$ cat src/design/ticTacToe_consts.svh
`ifndef TICTACTOE_CONSTS_SVH
`define TICTACTOE_CONSTS_SVH

// board geometry
`define NUM_CELLS   9
`define CELL_IDX_W  4
`define MATRIX_DIM  16

// AXI4-Lite widths
`define ADDR_W      4
`define DATA_W      32
`define RESP_OKAY   2'b00

// register map
`define REG_MOVE    4'h0  // write only, cell index in [3:0]
`define REG_CTRL    4'h4  // write only, bit 0 new game
`define REG_STATUS  4'h8  // read only, {moveError, turn, state}
`define REG_BOARD   4'hC  // read only, cell k in [2k+1:2k]

`endif

$ cat src/design/ticTacToePkg.sv
`default_nettype none

package ticTacToePkg;

	// codes double as glyph select in the cell selector
	typedef enum logic [1:0] {
		cellEmpty = 2'd0,
		cellX     = 2'd1,
		cellO     = 2'd2
	} cellState;

	typedef enum logic [1:0] {
		playing = 2'd0,
		xWins   = 2'd1,
		oWins   = 2'd2,
		draw    = 2'd3
	} gameState;

endpackage

`default_nettype wire

$ cat src/design/boardRegs.sv
`default_nettype none
`include "ticTacToe_consts.svh"

module boardRegs (
	input  logic clk,
	input  logic reset,

	// AXI4-Lite write side
	input  logic [`ADDR_W-1:0] awaddr,
	input  logic awvalid,
	output logic awready,
	input  logic [`DATA_W-1:0] wdata,
	input  logic wvalid,
	output logic wready,
	output logic [1:0] bresp,
	output logic bvalid,
	input  logic bready,

	// AXI4-Lite read side
	input  logic [`ADDR_W-1:0] araddr,
	input  logic arvalid,
	output logic arready,
	output logic [`DATA_W-1:0] rdata,
	output logic [1:0] rresp,
	output logic rvalid,
	input  logic rready,

	// engine side
	input  logic [2*`NUM_CELLS-1:0] board,
	input  ticTacToePkg::gameState state,
	input  logic turn,
	input  logic moveError,
	output logic moveStrobe,
	output logic [`CELL_IDX_W-1:0] moveIndex,
	output logic newGameStrobe
);

	typedef enum logic {
		wrIdle,
		wrResp
	} writePhase;

	typedef enum logic {
		rdIdle,
		rdData
	} readPhase;

	writePhase wrPhase;
	readPhase rdPhase;
	logic wrAccept;
	logic rdAccept;
	logic [`DATA_W-1:0] rdNext;

	// ~~~~~~~~~~~~~~~~~~~~
	// write channel

	assign awready = (wrPhase == wrIdle);
	assign wready = (wrPhase == wrIdle); // address and data taken together
	assign bvalid = (wrPhase == wrResp);
	assign bresp = `RESP_OKAY;
	assign wrAccept = awvalid && wvalid && awready;

	always_ff @(posedge clk) begin
		if (reset) begin
			wrPhase <= wrIdle;
			moveStrobe <= 1'b0;
			newGameStrobe <= 1'b0;
		end else begin
			// one-cycle pulses high as bvalid rises
			moveStrobe <= wrAccept && (awaddr == `REG_MOVE);
			newGameStrobe <= wrAccept && (awaddr == `REG_CTRL) && wdata[0];
			case (wrPhase)
				wrIdle: begin
					if (wrAccept) begin
						wrPhase <= wrResp;
					end
				end
				wrResp: begin
					if (bready) begin
						wrPhase <= wrIdle;
					end
				end
				default: wrPhase <= wrIdle;
			endcase
		end
	end

	always_ff @(posedge clk) begin
		if (wrAccept) begin
			moveIndex <= wdata[`CELL_IDX_W-1:0]; // legality is the engine's call
		end
	end

	// ~~~~~~~~~~~~~~~~~~~~
	// read channel

	assign arready = (rdPhase == rdIdle);
	assign rvalid = (rdPhase == rdData);
	assign rresp = `RESP_OKAY;
	assign rdAccept = arvalid && arready;

	always_comb begin
		rdNext = '0;
		case (araddr)
			`REG_STATUS: begin
				rdNext[1:0] = state;
				rdNext[2] = turn;
				rdNext[3] = moveError;
			end
			`REG_BOARD: rdNext[2*`NUM_CELLS-1:0] = board;
			default: rdNext = '0; // unmapped reads as zero
		endcase
	end

	always_ff @(posedge clk) begin
		if (reset) begin
			rdPhase <= rdIdle;
		end else begin
			case (rdPhase)
				rdIdle: begin
					if (rdAccept) begin
						rdPhase <= rdData;
					end
				end
				rdData: begin
					if (rready) begin
						rdPhase <= rdIdle;
					end
				end
				default: rdPhase <= rdIdle;
			endcase
		end
	end

	// held until rready since arready is low meanwhile
	always_ff @(posedge clk) begin
		if (rdAccept) begin
			rdata <= rdNext;
		end
	end

	// response held through back-pressure
	assert property (@(posedge clk) disable iff (reset)
		bvalid && !bready |=> bvalid);

	// move and new game never land in the same cycle
	assert property (@(posedge clk) disable iff (reset)
		!(moveStrobe && newGameStrobe));

endmodule

`default_nettype wire

$ cat src/design/cellSelector.sv
`default_nettype none
`include "ticTacToe_consts.svh"

module cellSelector (
	input  logic clk,
	input  logic reset,
	input  logic [2*`NUM_CELLS-1:0] board,
	input  logic [`MATRIX_DIM-1:0][`MATRIX_DIM-1:0] gridPixels,
	output logic [`MATRIX_DIM-1:0][`MATRIX_DIM-1:0] redPixels
);
	import ticTacToePkg::*;

	localparam int glyphSize = 4;

	// top glyph row first with the leftmost pixel in bit 3
	localparam logic [3:0] xGlyph [glyphSize] = '{4'b1001, 4'b0110, 4'b0110, 4'b1001};
	localparam logic [3:0] oGlyph [glyphSize] = '{4'b0110, 4'b1001, 4'b1001, 4'b0110};

	// first pixel row of the glyph per cell row
	// top block is 6 tall so its glyph drops one row
	localparam int glyphTop [3] = '{1, 6, 11};

	// high column of the glyph per cell column
	localparam int glyphLeft [3] = '{14, 9, 4};

	logic [`MATRIX_DIM-1:0][`MATRIX_DIM-1:0] glyphPlane;

	function automatic logic [3:0] glyphRow(input cellState c, input int g);
		case (c)
			cellX: glyphRow = xGlyph[g];
			cellO: glyphRow = oGlyph[g];
			default: glyphRow = 4'b0000; // empty or unused code
		endcase
	endfunction

	// ~~~~~~~~~~~~~~~~~~~~
	// glyph overlay

	always_comb begin
		glyphPlane = '0;
		for (int k = 0; k < `NUM_CELLS; k++) begin
			for (int g = 0; g < glyphSize; g++) begin
				glyphPlane[glyphTop[k / 3] + g][glyphLeft[k % 3] -: glyphSize] |=
					glyphRow(cellState'(board[2*k +: 2]), g);
			end
		end
	end

	// grid only while in reset
	assign redPixels = reset ? gridPixels : (gridPixels | glyphPlane);

	// only the three cell codes ever reach the display
	assert property (@(posedge clk) disable iff (reset)
		(board & (board >> 1) & {`NUM_CELLS{2'b01}}) == '0);

endmodule

`default_nettype wire

$ cat src/design/gameEngine.sv
`default_nettype none
`include "ticTacToe_consts.svh"

module gameEngine (
	input  logic clk,
	input  logic reset,
	input  logic moveStrobe,
	input  logic [`CELL_IDX_W-1:0] moveIndex,
	input  logic newGameStrobe,
	output logic [2*`NUM_CELLS-1:0] board,
	output ticTacToePkg::gameState state,
	output logic turn,
	output logic moveError
);
	import ticTacToePkg::*;

	// three rows, three columns, two diagonals
	localparam int winLines [8][3] = '{
		'{0, 1, 2}, '{3, 4, 5}, '{6, 7, 8},
		'{0, 3, 6}, '{1, 4, 7}, '{2, 5, 8},
		'{0, 4, 8}, '{2, 4, 6}
	};

	cellState cells [`NUM_CELLS];
	cellState nextCells [`NUM_CELLS];
	gameState nextState;
	logic idxInRange;
	logic cellFree;
	logic legalMove;

	function automatic logic ownsLine(input cellState c [`NUM_CELLS], input cellState who);
		logic hit;
		hit = 1'b0;
		for (int i = 0; i < 8; i++) begin
			if (c[winLines[i][0]] == who &&
				c[winLines[i][1]] == who &&
				c[winLines[i][2]] == who) begin
				hit = 1'b1;
			end
		end
		return hit;
	endfunction

	function automatic logic boardFull(input cellState c [`NUM_CELLS]);
		logic full;
		full = 1'b1;
		for (int k = 0; k < `NUM_CELLS; k++) begin
			if (c[k] == cellEmpty) begin
				full = 1'b0;
			end
		end
		return full;
	endfunction

	// ~~~~~~~~~~~~~~~~~~~~
	// move check

	assign idxInRange = (moveIndex < `CELL_IDX_W'(`NUM_CELLS));
	assign cellFree = idxInRange ? (cells[moveIndex] == cellEmpty) : 1'b0;
	assign legalMove = moveStrobe && cellFree && (state == playing);

	// outcome is judged on the board as it will be after this move
	always_comb begin
		nextCells = cells;
		if (legalMove) begin
			nextCells[moveIndex] = turn ? cellO : cellX;
		end

		if (ownsLine(nextCells, cellX)) begin
			nextState = xWins;
		end else if (ownsLine(nextCells, cellO)) begin
			nextState = oWins;
		end else if (boardFull(nextCells)) begin
			nextState = draw;
		end else begin
			nextState = playing;
		end
	end

	// ~~~~~~~~~~~~~~~~~~~~
	// game registers

	always_ff @(posedge clk) begin
		if (reset || newGameStrobe) begin
			cells <= '{default: cellEmpty};
			state <= playing;
			turn <= 1'b0; // X opens
			moveError <= 1'b0;
		end else if (moveStrobe) begin
			cells <= nextCells; // unchanged on a bad move
			state <= nextState;
			turn <= legalMove ? ~turn : turn;
			moveError <= ~legalMove;
		end
	end

	// cell k packed at [2k+1:2k]
	always_comb begin
		for (int k = 0; k < `NUM_CELLS; k++) begin
			board[2*k +: 2] = cells[k];
		end
	end

	// finished game freezes the board until the next new game
	assert property (@(posedge clk) disable iff (reset)
		(state != playing) && !newGameStrobe |=> $stable(board));

endmodule

`default_nettype wire

$ cat src/design/ticTacToe.sv
`default_nettype none
`include "ticTacToe_consts.svh"

module ticTacToe (
	input  logic clk,
	input  logic reset,

	input  logic [`ADDR_W-1:0] awaddr,
	input  logic awvalid,
	output logic awready,
	input  logic [`DATA_W-1:0] wdata,
	input  logic wvalid,
	output logic wready,
	output logic [1:0] bresp,
	output logic bvalid,
	input  logic bready,
	input  logic [`ADDR_W-1:0] araddr,
	input  logic arvalid,
	output logic arready,
	output logic [`DATA_W-1:0] rdata,
	output logic [1:0] rresp,
	output logic rvalid,
	input  logic rready,

	input  logic [`MATRIX_DIM-1:0][`MATRIX_DIM-1:0] gridPixels,
	output logic [`MATRIX_DIM-1:0][`MATRIX_DIM-1:0] redPixels
);
	import ticTacToePkg::*;

	logic moveStrobe;
	logic [`CELL_IDX_W-1:0] moveIndex;
	logic newGameStrobe;
	logic [2*`NUM_CELLS-1:0] board;
	gameState state;
	logic turn;
	logic moveError;

	boardRegs u_regs (
		.clk(clk), .reset(reset),
		.awaddr(awaddr), .awvalid(awvalid), .awready(awready),
		.wdata(wdata), .wvalid(wvalid), .wready(wready),
		.bresp(bresp), .bvalid(bvalid), .bready(bready),
		.araddr(araddr), .arvalid(arvalid), .arready(arready),
		.rdata(rdata), .rresp(rresp), .rvalid(rvalid), .rready(rready),
		.board(board), .state(state), .turn(turn), .moveError(moveError),
		.moveStrobe(moveStrobe), .moveIndex(moveIndex), .newGameStrobe(newGameStrobe)
	);

	gameEngine u_engine (
		.clk(clk), .reset(reset),
		.moveStrobe(moveStrobe), .moveIndex(moveIndex), .newGameStrobe(newGameStrobe),
		.board(board), .state(state), .turn(turn), .moveError(moveError)
	);

	// display path, no latency from board
	cellSelector u_cells (
		.clk(clk), .reset(reset),
		.board(board),
		.gridPixels(gridPixels),
		.redPixels(redPixels)
	);

endmodule

`default_nettype wire

$ cat config.mk
export PLATFORM = sky130hd
export DESIGN_NAME = ticTacToe
export DESIGN_NICKNAME = d
export VERILOG_FILES = /design/src/design/ticTacToePkg.sv /design/src/design/boardRegs.sv /design/src/design/cellSelector.sv /design/src/design/gameEngine.sv /design/src/design/ticTacToe.sv
export VERILOG_INCLUDE_DIRS = /design/src /design/src/design
export SDC_FILE = /design/constraint.sdc
export NUM_CORES = 1
export LEC_CHECK = 0
export ABC_AREA = 0
export BUFFER_PORTS_ARGS = -buffer_cell sky130_fd_sc_hd__buf_2
export CAP_MARGIN = 10
export CELL_PAD_IN_SITES_DETAIL_PLACEMENT = 1
export CELL_PAD_IN_SITES_GLOBAL_PLACEMENT = 1
export CORE_AREA = 5 5 232 234
export CTS_CLUSTER_SIZE = 10
export DETAILED_ROUTE_END_ITERATION = 6
export DIE_AREA = 0 0 237 239
export PLACE_DENSITY_LB_ADDON = 0.1
export SLEW_MARGIN = 30
export SYNTH_ARGS = -nofsm -noshare
export SYNTH_HDL_FRONTEND = slang
export SYNTH_HIERARCHICAL = 1
export SYNTH_SLANG_ARGS = --single-unit
export TNS_END_PERCENT = 30
$ cat constraint.sdc
create_clock -name clk -period 2.5 [get_ports clk]
set_input_delay 0.75 -clock clk [delete_from_list [all_inputs] [get_ports clk]]
set_output_delay 0.75 -clock clk [all_outputs]
set_load 0.005 [all_outputs]
=== After elaboration in Yosys (flattened, before gate mapping) ===
Cells that the tools add are included.

* Flip-flop bits (word level): 48
* Word-level logic and storage cells: 188
* Output and inout bits: 297
* Bits of input ports: 303

* Equal/unequal tests: 39
* Mux-type cells: 66
* Reductions and logical operators: 55
* Bitwise operators: 6
* Magnitude comparators: 3

{| class="wikitable"
|+ Operator list
! cell !! number
|-
| two-way mux 256 bit || 1
|-
| OR 256 x 239 -> 256 bit || 1
|-
| one-hot mux 4 bit (2 select lines) || 19
|-
| logical AND 1 bit || 41
|-
| equality test 2 x 1 -> 1 bit (second input constant) || 18
|-
| equality test 2 bit (second input constant) || 18
|-
| two-way mux 1 bit || 33
|-
| zero test 2 bit || 11
|-
| bitwise mux 18 bit || 1
|-
| two-way mux 18 bit || 1
|-
| two-way mux 2 bit || 7
|-
| binary-select mux 2 bit (select 4 bit) || 1
|-
| demux 2 bit (select 4 bit) || 1
|-
| equality test 4 bit (second input constant) || 2
|-
| greater-or-equal comparator 5 bit (second input constant) || 1
|-
| less-than comparator 5 x 1 -> 1 bit (second input constant) || 1
|-
| inverter 4 -> 5 bit || 1
|-
| equality test 4 x 3 -> 1 bit (second input constant) || 1
|-
| zero test 4 bit || 1
|-
| less-than comparator 4 bit (second input constant) || 1
|-
| inverter 1 bit || 4
|-
| one-hot mux 1 bit (2 select lines) || 2
|-
| AND reduction 2 bit || 1
|-
| logical OR 1 bit || 1
|}

=== Longest topological paths before layout ===
Gate-level depths: netlist (run 1).

* Depth in word-level cells: 26
* Gate-level depth with buffers: 8
* Gate-level depth less buffers: 7

=== Hierarchy ===
The synthesis (run 1) kept the hierarchy.

{| class="wikitable"
|+ Modules (own cells, without submodules)
! module !! cells an instance !! seq. area each (um^2) !! area an instance (um^2) !! times used
|-
| cellSelector || 276 || 0.0 || 2052.0 || 1
|-
| gameEngine || 191 || 440.4 || 1507.7 || 1
|-
| boardRegs || 85 || 740.7 || 1149.9 || 1
|}

=== Worst setup path before layout (run 1) ===
Ideal clock, no wire load.

* Path type: input -> output
* Start point: input reset
* End point: output redPixels[178] in the netlist's numbering
* Buffers on the path: 2
* Arrival: 1438 ps
* Slack: 312 ps
* Cell stages on the path: 4
* Cells stage by stage: buf_6 -> buf_6 -> nor3b_4 -> or2_1

{| class="wikitable"
|+ RTL lines
! what !! RTL line !! RTL
|-
| start, declared || ticTacToe.sv:6 || <nowiki>input logic reset,</nowiki>
|-
| end, declared || ticTacToe.sv:26 || <nowiki>output logic [`MATRIX_DIM-1:0][`MATRIX_DIM-1:0] redPixels</nowiki>
|}

==> results.md, run 1 <==
* Fin crit period at around 2.4 ns
* Number of slew-limit violations in the final report at 0
* Top FF cell, synth: dfxtp_1
* Total negative slack at 0 ns
* Area growth, synth to finish at 52.1%
* Total number of H-tree levels at 2
* Syn avg cell area at 8.53 um2
* Remaining max-slew budget at the tightest pin at around 58%
* Category of the worst setup path launch point: input pin
* Final hold violation count at 0
* Asr flop ratio synth at 0%
* Share of the synthesized netlist area taken by xor and xnor gates at 0.186%
* Height of the die at roughly 240 um
* Switching share of power at 26.5%
* Post-synth EDFFs at 22
* Area of the multi-input gates at ~0.0026 mm2
* Worst-case clock skew at roughly 0.012 ns
* Net Switching at roughly 580 uW
* Number of nets with antenna violations after detailed routing at 0
* Number of vias per cell at 3.21
* Arrival @ worst endpoint at between 1.5 and 2 ns
* Top post-synthesis cells by count: or2_1, buf_4, nor2_1
* Post-synthesis compound-gate area fraction at a little under a tenth
* Launch point of the critical path: reset
* Final standard cell utilization of the core at approximately 14%
* Required time of the critical path at approximately 1.8 ns
* Share of the clock period used by the worst path after layout at approximately 100%
* Post-synthesis cell type count at between 60 and 70
* Hold-fix buffers at CTS at 0
* Wire length of the first global-routing pass at around 35000 um
* Hold/Removal Path Class: flop to flop
* RSZ-0062 raised after global routing: true
* Number of stages on the worst hold path at 2
* Adder and majority cell fraction of the synthesized area at 0%
* Share of power burned in combinational logic at 22.4%
* CP Class: input pin to primary output
* Top Ports at 600
* CP endpoint kind: primary output
* Static leakage at about 3.2 nW
* Most common cell in the synthesized netlist: or2_1
* Worst-path maximum fanout at 8
* Count of buffers from port buffering at ~330
* Capturing point of the worst reg2reg path: u_engine/state[1]
* Hold Path End: u_regs/bvalid
* Timing-limited maximum frequency at roughly 410 MHz
* Synthesis warning total at 6
* First-pass DRT Iterations at 4
* Overall global routing resource usage at between 7 and 8%
* Main combinational cell family by area after synthesis: simple AND/OR/NAND/NOR gates
* FF+latch count, synth at 48
* Post-layout net count at 1138
* Depth of the critical timing path with buffers and inverters included at 5
* Die Wd at roughly 240 um
* Cell Area, Synth at between 0.004 and 0.005 mm2
* Share of the synthesized area in the top cell type at ~22%
* Clock network power share at around two fifths
* Synthesized netlist cell count at 552
* Largest net degree at the start of global routing at 19
* DRT iter0 DRCs at 86
* Startpoint of the worst hold path: u_regs/bvalid
* Total grt overflow at 0
* Vias in the first global route at approximately 5400
* Cell taking the most area after synthesis: buf_4
* Category of cells accounting for the largest share of critical-path delay: simple AND/OR/NAND/NOR gates
* Post-synthesis mux area share at 2.02%
* Slowest Stage Delay on Critical Path at 0.32 ns
* Total DRC errors in the routed layout at 0
* Total of endpoints with negative setup slack in the final report at 0
* Die area at ~0.057 mm2
* Synth Area in Simple Gates at 39.6%
* Ratio of total power to cell area at 308 mW/mm2
* Fraction of final layout cells sized beyond drive strength 1 at between 50% and 60%
* Master of the slowest instance on the critical path: nor3b_4
* Worst reg2reg path depth at 6
* Sequential share of power at 38.8%
* Peak VDD IR at a little over 0.0002 V
* Register clock-pin slew on the reported worst setup and hold paths at about 0.070 ns
* Seq/Total Area, Yosys at between 20% and 30%
* Max-capacitance violation count at 0
* Worst R2R Start: u_regs/moveIndex[0]
* Cell types with the largest area share after synthesis: buf_4, or2_1, edfxtp_1
* Starting density of the core at between 9 and 10%
* Sequential cell area in the final layout at 0.00118 mm2
* Root Buffer Master: clkbuf_16
* CP bufs+invs at 3
* Via count of the routed design at approximately 5000
* Clock buffer count from CTS at 5
* Placed instance count at 1514
* HPWL after DPL at 20900 um
* R2r setup slk at approximately 0.08 ns
* Count of inserted antenna diode cells at 0
* Cell-internal power at around 1.6 mW
* Core footprint at ~0.052 mm2
* Fill cell instance count of the final layout at about 6300
* Max Root-Sink Buffers at 2
* Worst-Skew Late Latency at 0.31 ns
* Placement Rows at 84
* Post-detailed-routing wire length at around 24000 um
* Detailed-route wire length per cell at 16.0 um
* Final Non-Filler Cells at between 1500 and 2000
* Clock tree from TritonCTS: built
* Number of antenna violations at the first check in global routing at 0
* RD Place Congestion at between 0.7 and 0.8
* Number of sinks handled by clock tree synthesis at 48
* Transition at the pin with the smallest max-transition slack at roughly 0.63 ns
* Series of cell instances along the critical path: buf_8 > buf_12 > nor3b_4 > or2_1 > buf_2
* Total power draw at around 2.2 mW
* Status: completed
## flip-flops by register name, summed over array words and instances, names as in the netlist
register / flops
u_engine/state: 2
u_regs/bvalid: 1
u_regs/rdata: 18
u_regs/moveIndex: 4
u_regs/rvalid: 1
u_engine/moveError: 1
u_regs/newGameStrobe: 1
u_engine/board: 18
u_regs/moveStrobe: 1
u_engine/turn: 1
## worst register-to-register path: stages (launching register included)
cell and delay [ns]:
edfxtp_1 0.53, mux4_2 0.65, a211oi_1 0.45, nand3_1 0.16, a21oi_2 0.18, nor4_2 0.06, o221a_1 0.27
## cells by family (layout without fill, tap and decap cells)
family                 count (synthesis)  in the layout
multiplexers                           7              8
other                                  1             18
XOR/XNOR                               1              1
flip-flops                            48             48
AND/OR/NAND/NOR                      284            284
AO/OA/AOI/OAI                         58             58
buffers and inverters                153            419
## per-layer routing
layer	vias to the layer above	track usage [%]	routed length, um	part of all wire [%]
met2	310	15.2	13000	53
met5	-	0	0	0
met1	2266	8.28	8740	36
met3	46	2.34	2070	8.5
li1	2275	-	-	-
met4	0	2.48	651	2.7
## repair_timing
item | in CTS | in global routing
buffers inserted | 0 | 0
pin swaps | 6 | 2
endpoints found under the setup margin | 19 | 8
gates cloned | 2 | 1
resized for setup | 9 | 9
## per-stage QoR
step / setup slack [ns] / instance area (um2) / hold slack [ns]
final: 0.0653 / 7160 / 0.508
after floorplan: 0.312 / 4770 / 0.480
after CTS: 0.000613 / 7090 / 0.517
after global placement: -0.0585 / 6840 / 0.504
after global routing: -0.0318 / 7160 / 0.544
after detailed placement: -0.0510 / 6840 / 0.513
## cell type report
| class | instances | share of cell area (%) |
|---|---|---|
| multi-input combinational | 369 | 36.1 |
| clock buffer | 6 | 1.94 |
| tap | 688 | 12.0 |
| sequential | 48 | 16.5 |
| clock inverter | 2 | 0.541 |
| inverter | 8 | 0.419 |
| timing repair buffer | 403 | 32.5 |
## power by group through the flow
stage / Combinational [mW] / Sequential (mW) / Clock [mW]
floorplan: 0.335 / 0.869 / 0
global placement: 0.499 / 0.874 / 0
detailed placement: 0.494 / 0.874 / 0
CTS: 0.510 / 0.856 / 0.902
global route: 0.550 / 0.858 / 0.922
finish: 0.492 / 0.855 / 0.856
## placed cells by master, fill, tap and decap left out, types with 3 or more instances in the layout
cell type,count
edfxtp_1,22
nor2b_1,4
nor3b_4,13
buf_4,65
nor3_1,7
a31oi_1,10
a41oi_1,5
conb_1,18
dfxtp_1,26
mux2i_1,5
nor3_2,3
or2_2,3
and2_1,15
a211oi_1,3
o21ai_0,3
nor2_1,47
o21a_1,3
a21oi_1,8
nand4_1,3
buf_2,328
inv_1,8
buf_12,6
nand2b_1,3
nand3_1,6
nand2_1,10
clkbuf_16,5
nor3b_2,6
or2_1,145
## how the worst max path moves through the flow
stage / to / slack (ns)
CTS: u_engine/state[1] / 0.0006
global placement: redPixels[237] / -0.06
finish: redPixels[151] / 0.07
global route: u_engine/state[1] / -0.03
detailed placement: redPixels[237] / -0.05
floorplan: redPixels[178] / 0.31
(Power assumes the default switching activity.)
==> run 2, diff against run 1 <==
CTS_CLUSTER_SIZE = default   (was 10)
REMOVE_ABC_BUFFERS = 1   (was default)
clock period = 2.6 ns   (was 2.5 ns; I/O delays follow)
==> results.md, run 2 (synthesis gave the netlist of run 1 again) <==
* Status: completed
* Worst-Skew Late Latency at 0.31 ns
* Post-detailed-routing wire length at about 39000 um
* Core footprint at around 0.052 mm2
* Max-capacitance violation count at 0
* Area growth, synth to finish at 48.1%
* Sequential cell area in the final layout at roughly 0.0012 mm2
* Share of the clock period used by the worst path after layout at between 90 and 100%
* Category of the worst setup path launch point: input pin
* Hold-fix buffers at CTS at 0
* Placement Rows at 84
* Fill cell instance count of the final layout at between 6000 and 7000
* CP endpoint kind: primary output
* Commonest non-fill, non-tap cell in the layout: buf_2
* CP Class: input pin to primary output
* Post-layout net count at 1139
* Starting density of the core at a little under a tenth
* Register clock-pin slew on the reported worst setup and hold paths at 0.08 ns
* Ratio of total power to cell area at between 200 and 300 mW/mm2
* Via count of the routed design at between 5000 and 6000
* Required time of the critical path at between 1.5 and 2 ns
* Root Buffer Master: clkbuf_16
* HPWL after DPL at approximately 33000 um
* Final hold violation count at 0
* Launch point of the critical path: reset
* Commonest cells after routing, fill and taps aside: buf_2, or2_1, buf_4
* Fin crit period at 2.50 ns
* Arrival @ worst endpoint at 1.72 ns
* Number of slew-limit violations in the final report at 0
* Number of vias per cell at between 3 and 4
* Largest net degree at the start of global routing at 19
* Hold/Removal Path Class: flop to flop
* Number of buffers inserted to repair setup after CTS at 0
* Max Root-Sink Buffers at 2
* First-pass DRT Iterations at 5
* Number of sinks handled by clock tree synthesis at 48
* Die Wd at roughly 240 um
* Top Ports at 600
* Total negative slack at 0 ns
* Timing-limited maximum frequency at approximately 400 MHz
* RSZ-0062 raised after global routing: true
* Clock tree from TritonCTS: built
* Startpoint of the worst hold path: u_regs/bvalid
* Static leakage at between 3 and 4 nW
* Vias in the first global route at 5250
* Worst R2R Start: u_regs/moveIndex[1]
* Worst-case clock skew at about 0.006 ns
* Number of antenna violations at the first check in global routing at 2
* RD Place Congestion at 0.746
* Total grt overflow at 0
* Total of endpoints with negative setup slack in the final report at 0
* Total DRC errors in the routed layout at 0
* Peak VDD IR at ~0.0002 V
* Clock buffer count from CTS at 5
* Remaining max-slew budget at the tightest pin at 65.7%
* Area of the multi-input gates at ~0.0025 mm2
* Fraction of final layout cells sized beyond drive strength 1 at between 50% and 60%
* Number of nets with antenna violations after detailed routing at 0
* Detailed-route wire length per cell at approximately 25 um
* Count of buffers from port buffering at approximately 330
* Height of the die at approximately 240 um
* Die area at 0.0566 mm2
* Overall global routing resource usage at 12.9%
* Final standard cell utilization of the core at between 10 and 15%
* DRT iter0 DRCs at ~180
* Transition at the pin with the smallest max-transition slack at roughly 0.5 ns
* Worst-path maximum fanout at 12
* Wire length of the first global-routing pass at roughly 50000 um
* CTS resizes at 0
* Total number of H-tree levels at 2
run 2: cell count changes in the layout (fill, tap and decap cells not counted), sizes merged:
cell,before,now
clkinv,1,0
clkinvlp,0,1
inv,8,9
buf,403,405
mux4,3,2
clkbuf,6,5
diode,0,1
run 2: through the flow:
step / total power [mW] / hold WS (ns) / cells / instance area (um2) / setup slack (ns)
3_5_place_dp: 1.31 / 0.505 / 1517 / 6800 / 0.0561
4_1_cts: 2.18 / 0.522 / 1525 / 6970 / 0.0513
3_3_place_gp: 1.31 / 0.514 / 1517 / 6800 / 0.0520
6_report: 2.09 / 0.514 / 1526 / 6980 / 0.0996
2_1_floorplan: 0.980 / 0.480 / 424 / 3700 / 0.350
5_1_grt: 2.24 / 0.554 / 1525 / 6970 / -0.00123
run 2: critical path, stage by stage:
cell and delay [ns]:
buf_2 0.15, buf_12 0.16, nor3b_4 0.34, or2_1 0.16
buf_2 0.11
run 2: layout make-up:
type                            count  area share (%)
Clock buffer                        5            1.79
Timing Repair Buffer              405            32.1
Clock inverter                      3           0.664
Sequential cell                    48            16.9
Tap cell                          688            12.3
Antenna cell                        1          0.0359
Multi-Input combinational cell    368            35.7
Inverter                            8           0.430
run 2: layer usage:
layer  track usage [%]  vias up  share of wire, %
met5              9.26        -               1.9
met4              1.98       16               1.1
met3              14.7       41                23
met2              15.9      491                36
met1              14.0     2321                37
li1                  -     2275                 -
run 2: power breakdown:
| group | total, mW | internal, mW | switching (mW) |
|---|---|---|---|
| clock network | 0.814 | 0.459 | 0.354 |
| registers | 0.819 | 0.807 | 0.0117 |
| logic | 0.458 | 0.256 | 0.203 |
| total | 2.09 | 1.52 | 0.569 |
run 2: final timing paths:
check | endpoint | slack (ns) | cells after the start
worst max register to register | u_engine/state[1] | 0.17 | 8
worst max-delay path | redPixels[196] | 0.1 | 5
worst min register to register | u_regs/bvalid | 0.51 | 2
worst min-delay path | u_regs/bvalid | 0.51 | 2
==> run 3, diff against run 2 <==
SETUP_SLACK_MARGIN = 0.3   (was default)
==> results.md, run 3 (synthesis gave the netlist of run 1 again) <==
* Placement Rows at 84
* Max Root-Sink Buffers at 2
* HPWL after DPL at ~33000 um
* Number of sinks handled by clock tree synthesis at 48
* Slowest Stage Delay on Critical Path at roughly 0.29 ns
* Detailed-route wire length per cell at between 20 and 30 um
* Total negative slack at 0 ns
* Total of endpoints with negative setup slack in the final report at 0
* Area of the multi-input gates at 0.00254 mm2
* Register clock-pin slew on the reported worst setup and hold paths at approximately 0.08 ns
* Worst-Skew Late Latency at about 0.31 ns
* Commonest non-fill, non-tap cell in the layout: buf_2
* CP Class: input pin to primary output
* Worst-path maximum fanout at 8
* Area growth, synth to finish at 52.6%
* Fin crit period at 2.43 ns
* Master of the slowest instance on the critical path: nor3b_4
* Total DRC errors in the routed layout at 0
* Die area at around 0.057 mm2
* Max-capacitance violation count at 0
* Arrival @ worst endpoint at between 1.5 and 2 ns
* Category of the worst setup path launch point: input pin
* Remaining max-slew budget at the tightest pin at about two thirds
* CP endpoint kind: primary output
* Core footprint at between 0.05 and 0.06 mm2
* Post-detailed-routing wire length at just under 40000 um
* Root Buffer Master: clkbuf_16
* Total power draw at between 2 and 2.5 mW
* Number of slew-limit violations in the final report at 0
* Clock tree from TritonCTS: built
* Share of the clock period used by the worst path after layout at between 90% and 100%
* Worst-case clock skew at between 0.006 and 0.007 ns
* Status: completed
* Series of cell instances along the critical path: buf_16 > buf_16 > nor3b_4 > or2_1 > buf_2
* Number of nets with antenna violations after detailed routing at 0
* Required time of the critical path at around 1.8 ns
* Number of antenna violations at the first check in global routing at 2
* RSZ-0062 raised after global routing: true
* Min Hold Slack at between 0.5 and 0.6 ns
* Hold/Removal Path Class: flop to flop
* Static leakage at between 3 and 4 nW
* Clock buffer count from CTS at 5
* Vias in the first global route at 5315
* Fill cell instance count of the final layout at 6245
* CP bufs+invs at 3
* Top Ports at 600
* DRT iter0 DRCs at slightly above 200
* RD Place Congestion at roughly 0.75
* Post-layout net count at between 1000 and 1500
* Starting density of the core at a little under a tenth
* Sequential cell area in the final layout at roughly 0.0012 mm2
* Category of cells accounting for the largest share of critical-path delay: simple AND/OR/NAND/NOR gates
* Wire length of the first global-routing pass at 50700 um
* Number of vias per cell at around 3.3
* Height of the die at between 200 and 250 um
* Transition at the pin with the smallest max-transition slack at about 0.51 ns
* Fraction of final layout cells sized beyond drive strength 1 at roughly 55%
* Final cell area excluding filler cells at slightly above 0.007 mm2
* Die Wd at between 200 and 250 um
* Total grt overflow at 0
* Peak VDD IR at 0.000205 V
* Via count of the routed design at 5124
* Final hold violation count at 0
* Placed standard-cell area at about 0.0068 mm2
* Timing-limited maximum frequency at 412 MHz
* First-pass DRT Iterations at 4
* Critical path's most frequent cell: buf_16
* Largest net degree at the start of global routing at 19
* Commonest cells after routing, fill and taps aside: buf_2, or2_1, buf_4
* Ratio of total power to cell area at 295 mW/mm2
* Total number of H-tree levels at 2
* Count of buffers from port buffering at approximately 330
* Overall global routing resource usage at a little over an eighth
-- run 3: changes by cell type in the layout (fill, tap and decap cells not counted), moves of 3 or more --
cell / previous run / this run
buf_16: 0 / 3
nor3b_4: 11 / 15
buf_6: 0 / 8
nor3b_2: 8 / 4
-- run 3: per-stage QoR --
stage | setup slack [ns] | cells | util [%]
2_1_floorplan | 0.350 | 424 | -
3_3_place_gp | 0.0520 | 1517 | 13.1
3_5_place_dp | 0.0561 | 1517 | 13.1
4_1_cts | 0.137 | 1533 | 13.8
5_1_grt | 0.0634 | 1534 | 13.9
6_report | 0.172 | 1536 | 13.9
-- run 3: where the power goes --
part	internal (mW)	switching, mW
clock network	0.460	0.363
logic	0.271	0.211
registers	0.807	0.0115
total	1.54	0.586
-- run 3: final timing paths --
kind,start,end,slack [ns],cells after the start
worst max-delay path,reset,redPixels[225],0.17,5
worst min register to register,u_regs/bvalid,u_regs/bvalid,0.51,2
worst max register to register,u_regs/moveIndex[1],u_engine/state[1],0.20,8
worst min-delay path,u_regs/bvalid,u_regs/bvalid,0.51,2
-- run 3: layout make-up --
cell class	count	share of cell area (%)
sequential	48	16.4
tap	688	12.0
timing repair buffer	414	33.4
antenna	2	0.0696
clock buffer	5	1.74
inverter	8	0.418
multi-input combinational	368	35.3
clock inverter	3	0.644
-- run 3: tightest hold or removal path, cell delays in order, from the launching register on --
cell and delay, ns:
dfxtp_1 0.34, nand2b_1 0.08, a21oi_1 0.06
-- run 3: per-layer routing --
| metal | wire (um) | track usage [%] |
|---|---|---|
| met1 | 15400 | 14.9 |
| met2 | 14300 | 16.3 |
| met3 | 8420 | 13.7 |
| met4 | 423 | 2.05 |
| met5 | 787 | 10.0 |
-- run 3: timing repair --
| action | 4_1_cts | 5_1_grt |
|---|---|---|
| cloned | 2 | 0 |
| buffers inserted | 6 | 1 |
| pin swaps | 13 | 7 |
| hold buffers | 0 | 0 |
| endpoints found under the setup margin | 146 | 146 |
| gates resized for setup | 15 | 8 |
